**config.mk**
```make
export PLATFORM = sky130hd
export DESIGN_NAME = pkt_matcher
export DESIGN_NICKNAME = d
export VERILOG_FILES = /design/src/design/pkt_chk_pkg.sv /design/src/design/pkt_matcher.sv
export SDC_FILE = /design/constraint.sdc
export NUM_CORES = 1
export LEC_CHECK = 0
export BUFFER_PORTS_ARGS = -buffer_cell sky130_fd_sc_hd__buf_2
export CAP_MARGIN = 10
export CORE_MARGIN = 2
export CORE_UTILIZATION = 58
export DETAILED_ROUTE_END_ITERATION = 8
export GPL_ROUTABILITY_DRIVEN = 0
export PLACE_DENSITY_LB_ADDON = 0.08
export SYNTH_ARGS = -nofsm -noshare
export SYNTH_HDL_FRONTEND = slang
export SYNTH_SLANG_ARGS = --single-unit
```
**constraint.sdc**
```tcl
create_clock -name clk -period 7.9 [get_ports clk]
set_input_delay 1.58 -clock clk [delete_from_list [all_inputs] [get_ports clk]]
set_output_delay 1.58 -clock clk [all_outputs]
set_load 0.1 [all_outputs]
```
**src/design/pkt_chk_pkg.sv**
```systemverilog
// packet checker shared types
// sizes, stream and packet structs, matcher states

package pkt_chk_pkg;

    // number of checked stream ports
    localparam int NUM_PORTS = 4;

    // bytes carried per stream beat
    localparam int DATA_BYTES = 4;

    // largest packet in bytes and in beats
    localparam int MTU_BYTES = 32;
    localparam int MTU_BEATS = MTU_BYTES / DATA_BYTES;

    // byte length holds 0 up to MTU_BYTES inclusive
    localparam int BLEN_W = $clog2(MTU_BYTES + 1);

    // expected packet slots per port
    localparam int MAX_PKTS = 4;
    localparam int SLOT_W = $clog2(MAX_PKTS);

    // match and miss counters
    localparam int CNT_W = 8;

    // one stream beat
    // byte 0 of the beat sits in tdata[7:0]
    typedef struct packed {
        logic [DATA_BYTES*8-1:0] tdata;
        logic [DATA_BYTES-1:0]   tkeep;
        logic                    tlast;
    } axis_beat_t;

    // one whole packet, received or expected
    // byte 0 in the low bits, bytes at and above blen are don't care
    typedef struct packed {
        logic [MTU_BYTES*8-1:0] data;
        logic [BLEN_W-1:0]      blen;
    } pkt_t;

    // per-packet result strobes
    // match and miss are one-cycle pulses, slot valid with match
    typedef struct packed {
        logic              match;
        logic              miss;
        logic [SLOT_W-1:0] slot;
    } chk_result_t;

    // matcher FSM
    typedef enum logic [1:0] {
        ST_IDLE,
        ST_SCAN,
        ST_REPORT
    } match_state_e;

endpackage

```
**src/design/pkt_matcher.sv**
```systemverilog
// expected packet table and matcher
// one slot per cycle, counts and done level

`timescale 1ns/1ps

module pkt_matcher (
    input  logic                             clk,
    input  logic                             rst_n,
    // table load
    input  logic                             exp_wr,
    input  logic [pkt_chk_pkg::SLOT_W-1:0]   exp_slot,
    input  pkt_chk_pkg::pkt_t                exp_pkt,
    // received packet
    input  logic                             rx_valid,
    input  pkt_chk_pkg::pkt_t                rx_pkt,
    input  logic                             rx_ovf,
    output logic                             busy,
    // results
    output pkt_chk_pkg::chk_result_t         result,
    output logic [pkt_chk_pkg::CNT_W-1:0]    match_cnt,
    output logic [pkt_chk_pkg::CNT_W-1:0]    miss_cnt,
    output logic                             done
);

    // expected packets
    pkt_chk_pkg::pkt_t                   exp_tbl [pkt_chk_pkg::MAX_PKTS];
    logic [pkt_chk_pkg::MAX_PKTS-1:0]    loaded;
    logic [pkt_chk_pkg::MAX_PKTS-1:0]    rcvd;

    pkt_chk_pkg::match_state_e           state;
    // slot under compare and later the reported slot
    logic [pkt_chk_pkg::SLOT_W-1:0]      slot_idx;
    // latched packet under test
    pkt_chk_pkg::pkt_t                   rx_q;
    logic                                ovf_q;
    logic                                hit_q;
    logic                                slot_eq;
    logic                                slot_hit;

    assign busy = (state != pkt_chk_pkg::ST_IDLE);

    // done once every loaded slot has been seen
    assign done = (|loaded) && ((loaded & ~rcvd) == '0);

    // table writes
    always_ff @(posedge clk) begin
        if (exp_wr) begin
            exp_tbl[exp_slot] <= exp_pkt;
        end
    end

    // snapshot of the packet under compare
    always_ff @(posedge clk) begin
        if (rx_valid && (state == pkt_chk_pkg::ST_IDLE)) begin
            rx_q <= rx_pkt;
        end
    end

    // length equal and every byte below blen equal
    always_comb begin
        slot_eq = (exp_tbl[slot_idx].blen == rx_q.blen);
        for (int b = 0; b < pkt_chk_pkg::MTU_BYTES; b++) begin
            if ((b < rx_q.blen)
                && (exp_tbl[slot_idx].data[b*8 +: 8] != rx_q.data[b*8 +: 8])) begin
                slot_eq = 1'b0;
            end
        end
        // a received slot matches again only after a reload
        slot_hit = loaded[slot_idx] && !rcvd[slot_idx] && slot_eq;
    end

    // strobes only in the report cycle
    always_comb begin
        result.match = (state == pkt_chk_pkg::ST_REPORT) && hit_q;
        result.miss  = (state == pkt_chk_pkg::ST_REPORT) && !hit_q;
        result.slot  = slot_idx;
    end

    always_ff @(posedge clk or negedge rst_n) begin
        if (!rst_n) begin
            state     <= pkt_chk_pkg::ST_IDLE;
            slot_idx  <= '0;
            ovf_q     <= 1'b0;
            hit_q     <= 1'b0;
            loaded    <= '0;
            rcvd      <= '0;
            match_cnt <= '0;
            miss_cnt  <= '0;
        end else begin
            case (state)
                pkt_chk_pkg::ST_IDLE: begin
                    if (rx_valid) begin
                        slot_idx <= '0;
                        ovf_q    <= rx_ovf;
                        state    <= pkt_chk_pkg::ST_SCAN;
                    end
                end
                pkt_chk_pkg::ST_SCAN: begin
                    if (ovf_q) begin
                        // oversize packet skips the table
                        hit_q    <= 1'b0;
                        miss_cnt <= miss_cnt + 1'b1;
                        state    <= pkt_chk_pkg::ST_REPORT;
                    end else if (slot_hit) begin
                        hit_q          <= 1'b1;
                        rcvd[slot_idx] <= 1'b1;
                        match_cnt      <= match_cnt + 1'b1;
                        state          <= pkt_chk_pkg::ST_REPORT;
                    end else if (slot_idx == pkt_chk_pkg::SLOT_W'(pkt_chk_pkg::MAX_PKTS - 1)) begin
                        // ran off the table
                        hit_q    <= 1'b0;
                        miss_cnt <= miss_cnt + 1'b1;
                        state    <= pkt_chk_pkg::ST_REPORT;
                    end else begin
                        slot_idx <= slot_idx + 1'b1;
                    end
                end
                pkt_chk_pkg::ST_REPORT: begin
                    state <= pkt_chk_pkg::ST_IDLE;
                end
                default: begin
                    state <= pkt_chk_pkg::ST_IDLE;
                end
            endcase

            // a load rearms the slot and wins over a same-cycle match
            if (exp_wr) begin
                loaded[exp_slot] <= 1'b1;
                rcvd[exp_slot]   <= 1'b0;
            end
        end
    end

    // each count moves in its own strobe cycle and in no other
    a_cnt_strobe: assert property (@(posedge clk) disable iff (!rst_n)
        (result.match == (match_cnt != $past(match_cnt)))
        && (result.miss == (miss_cnt != $past(miss_cnt))));

    // assembler must wait out a compare
    a_no_overrun: assert property (@(posedge clk) disable iff (!rst_n)
        rx_valid |-> !busy);

endmodule

```
==> impl_metrics.ini <==
[cts]
hold_buffers = 0
clk_path_buf_depth = 3
cts_made_buffers = 136
post-cts-setup-buffer-count = 0
clock-sinks = 1340
clk_pin_slew_ns = 0.06
cts_max_level = 4
clock_latency_ns = 0.73
cts_root_buf = clkbuf_16
cts_tree = yes
cts_resized = 0

[cells_and_area]
regArea_sq_um = 40100
syn_to_final_growth_pct = 16.9
finalNetCount = 3364
multi_input_area_sq_um = 9750
design_area_sq_um = 58900
fillers = 5549
drive_gt1_share_pct = 35.6
final_cells = 4126

[timing]
tightest_slew_ns = 1.14
hold_ws_ns = 0.469
finalCritPeriodShare_pct = 64.2
finalSetupTns_ns = 0
period_needed_ns = 5.07
rsz0062_at_grt = no
maxSlewHeadroom_pct = 24.2
slew_violations = 0
setup_viol = 0
fmaxAchievable_ghz = 0.197
finClkSkew_ns = 0.0243
finalHoldViolCount = 0
setup_ws_ns = 2.83

[setup_path]
r2r_cells = 11
endpoint = match_cnt[7]
path_cells = buf_4, mux4_2, xnor2_1, nand4_1, o32ai_1, nand4_1, nor4_1, a211oi_2, nor3_2, nand4_1, xnor2_1
start_kind = register
crit_required_ns = 8.51
crit_type = reg -> reg
r2r_slack_ns = 2.83
crit_fanout = 44
r2r_start = slot_idx[0]
end_kind = register
cp-startpoint = slot_idx[0]
max_stage_delay_ns = 1.04
timing.rr.end = match_cnt[7]
cp_common_cell = nand4_1
crit_arrival_ns = 5.68
slowest_stage = dfrtp_4

[placement]
dpl.cell_count = 3844
hpwlAfterDp_um = 70600
port_buffers = 552
post_dp_cell_area_sq_um = 54400
dpl_worst_slack_ns = 2.74

[detailed_routing]
wl_um = 110000
wl_per_cell_um = 26.8
postRouteAntennaNets = 0
dr.pass1.iters = 5
viasPerCell = 5.73
vias = 23641
drt_iter0_drc = 1796
drc = 0

[worst_hold_path]
min_from = miss_cnt[7]
min-delay-path-class = reg -> reg

[floorplan]
die_area_sq_um = 89200
ios = 553
die_x_um = 299
rows = 108
start_util_pct = 58.3
die_h_um = 299
coreArea_sq_um = 86300

[grt]
grt_max_degree = 141
grt_pass1_vias = 25015
grt_pass1_wl_um = 161000
grt_usage_pct = 25.0
grt_overflow_total = 0
antenna_found_initial = 74

[run_status]
outcome = completed

[synthesis]
synth_seq_cells = 1340
async_flop_share_pct = 2.24
synth.most_common_cell = edfxtp_1
yosys_most_used_dff = edfxtp_1
synthCells = 2173
synth-edff-count = 1310
synth_seq_area_share_pct = 79.6
syn-cell-area_sq_um = 50400
synth_warnings = 0
avgSynthCellArea_sq_um = 23.2
netlist.area_leader.share_pct = 78.1
syn_nets = 2710
synthTopCellsByArea = edfxtp_1, mux4_2, xnor2_1
ys_top_cells_by_count = edfxtp_1, mux4_2, xnor2_1
ys_types = 54
yosysTopAreaCell = edfxtp_1

[power_and_ir_drop]
p_leak_nw = 19.5
peakVddDrop_mv = 0.309
p_per_area_nw_per_um2 = 322

[job]
cap_violations = 0
[metrics by stage]
step,total power [mW],util (%)
final,19.0,68.2
after global routing,19.7,68.1
after CTS,19.2,68.1
after detailed placement,13.0,63.0
after global placement,12.9,63.0
after floorplan,12.1,-
[how the worst min path moves through the flow]
stage | end | cells after the start
floorplan | loaded[2] | 1
global placement | miss_cnt[7] | 1
detailed placement | miss_cnt[7] | 1
CTS | miss_cnt[7] | 1
global route | miss_cnt[7] | 1
finish | miss_cnt[7] | 1
[power by group]
group / total (mW) / internal (mW) / switching [mW] / leakage [nW]
clock: 6.23 / 3.67 / 2.56 / 2.12
sequential: 8.91 / 8.56 / 0.357 / 12.5
combinational: 3.81 / 1.85 / 1.96 / 4.88
[routing by layer]
layer | global-route usage, % | wire [um]
met1 | 31.5 | 41900
met2 | 42.2 | 57200
met3 | 7.66 | 8300
met4 | 7.67 | 2630
met5 | 0 | 414
[cells in the final DEF (no fill, tap or decap), drive strengths merged, types with 15 or more instances in the layout]
cell type,count
mux4,263
xor2,33
nand4,66
xnor2,243
dfrtp,30
diode,35
nor4,15
clkbuf,172
edfxtp,1310
buf,582
nor2,29
clkinv,56
[cell type report]
class,instances,area share [%]
flip-flops and latches,1340,68.1
multi-input cells,760,16.6
clock buffers,172,6.16
repair buffers,582,5.29
well taps,1155,2.45
clock inverters,75,1.21
diodes,35,0.149
inverters,7,0.0574
[worst max-delay path: cells and delay by family (launching register included)]
family                 cells  cell delay, ns
AO/OA/AOI/OAI              2            0.36
XOR/XNOR                   2            0.51
buffers and inverters      1            0.64
flip-flops                 1            1.04
multiplexers               1            0.59
AND/OR/NAND/NOR            5            1.73
[cell families (layout without fill, tap and decap cells)]
family | Yosys count | count (layout) | synth area share [%]
buffers and inverters | 73 | 836 | 1.09
AO/OA/AOI/OAI | 43 | 43 | 0.586
flip-flops | 1340 | 1340 | 79.6
AND/OR/NAND/NOR | 166 | 166 | 1.88
other | 0 | 35 | 0
multiplexers | 269 | 269 | 11.9
adder cells (fa/ha/maj) | 6 | 6 | 0.149
XOR/XNOR | 276 | 276 | 4.80
[state kept, by name, summed over array words and instances, names as in the netlist]
register,cells
miss_cnt,8
state,2
ovf_q,1
hit_q,1
loaded,4
match_cnt,8
exp_tbl,1048
slot_idx,2
rx_q,262
rcvd,4
Power figures use the tool's default switching activity.
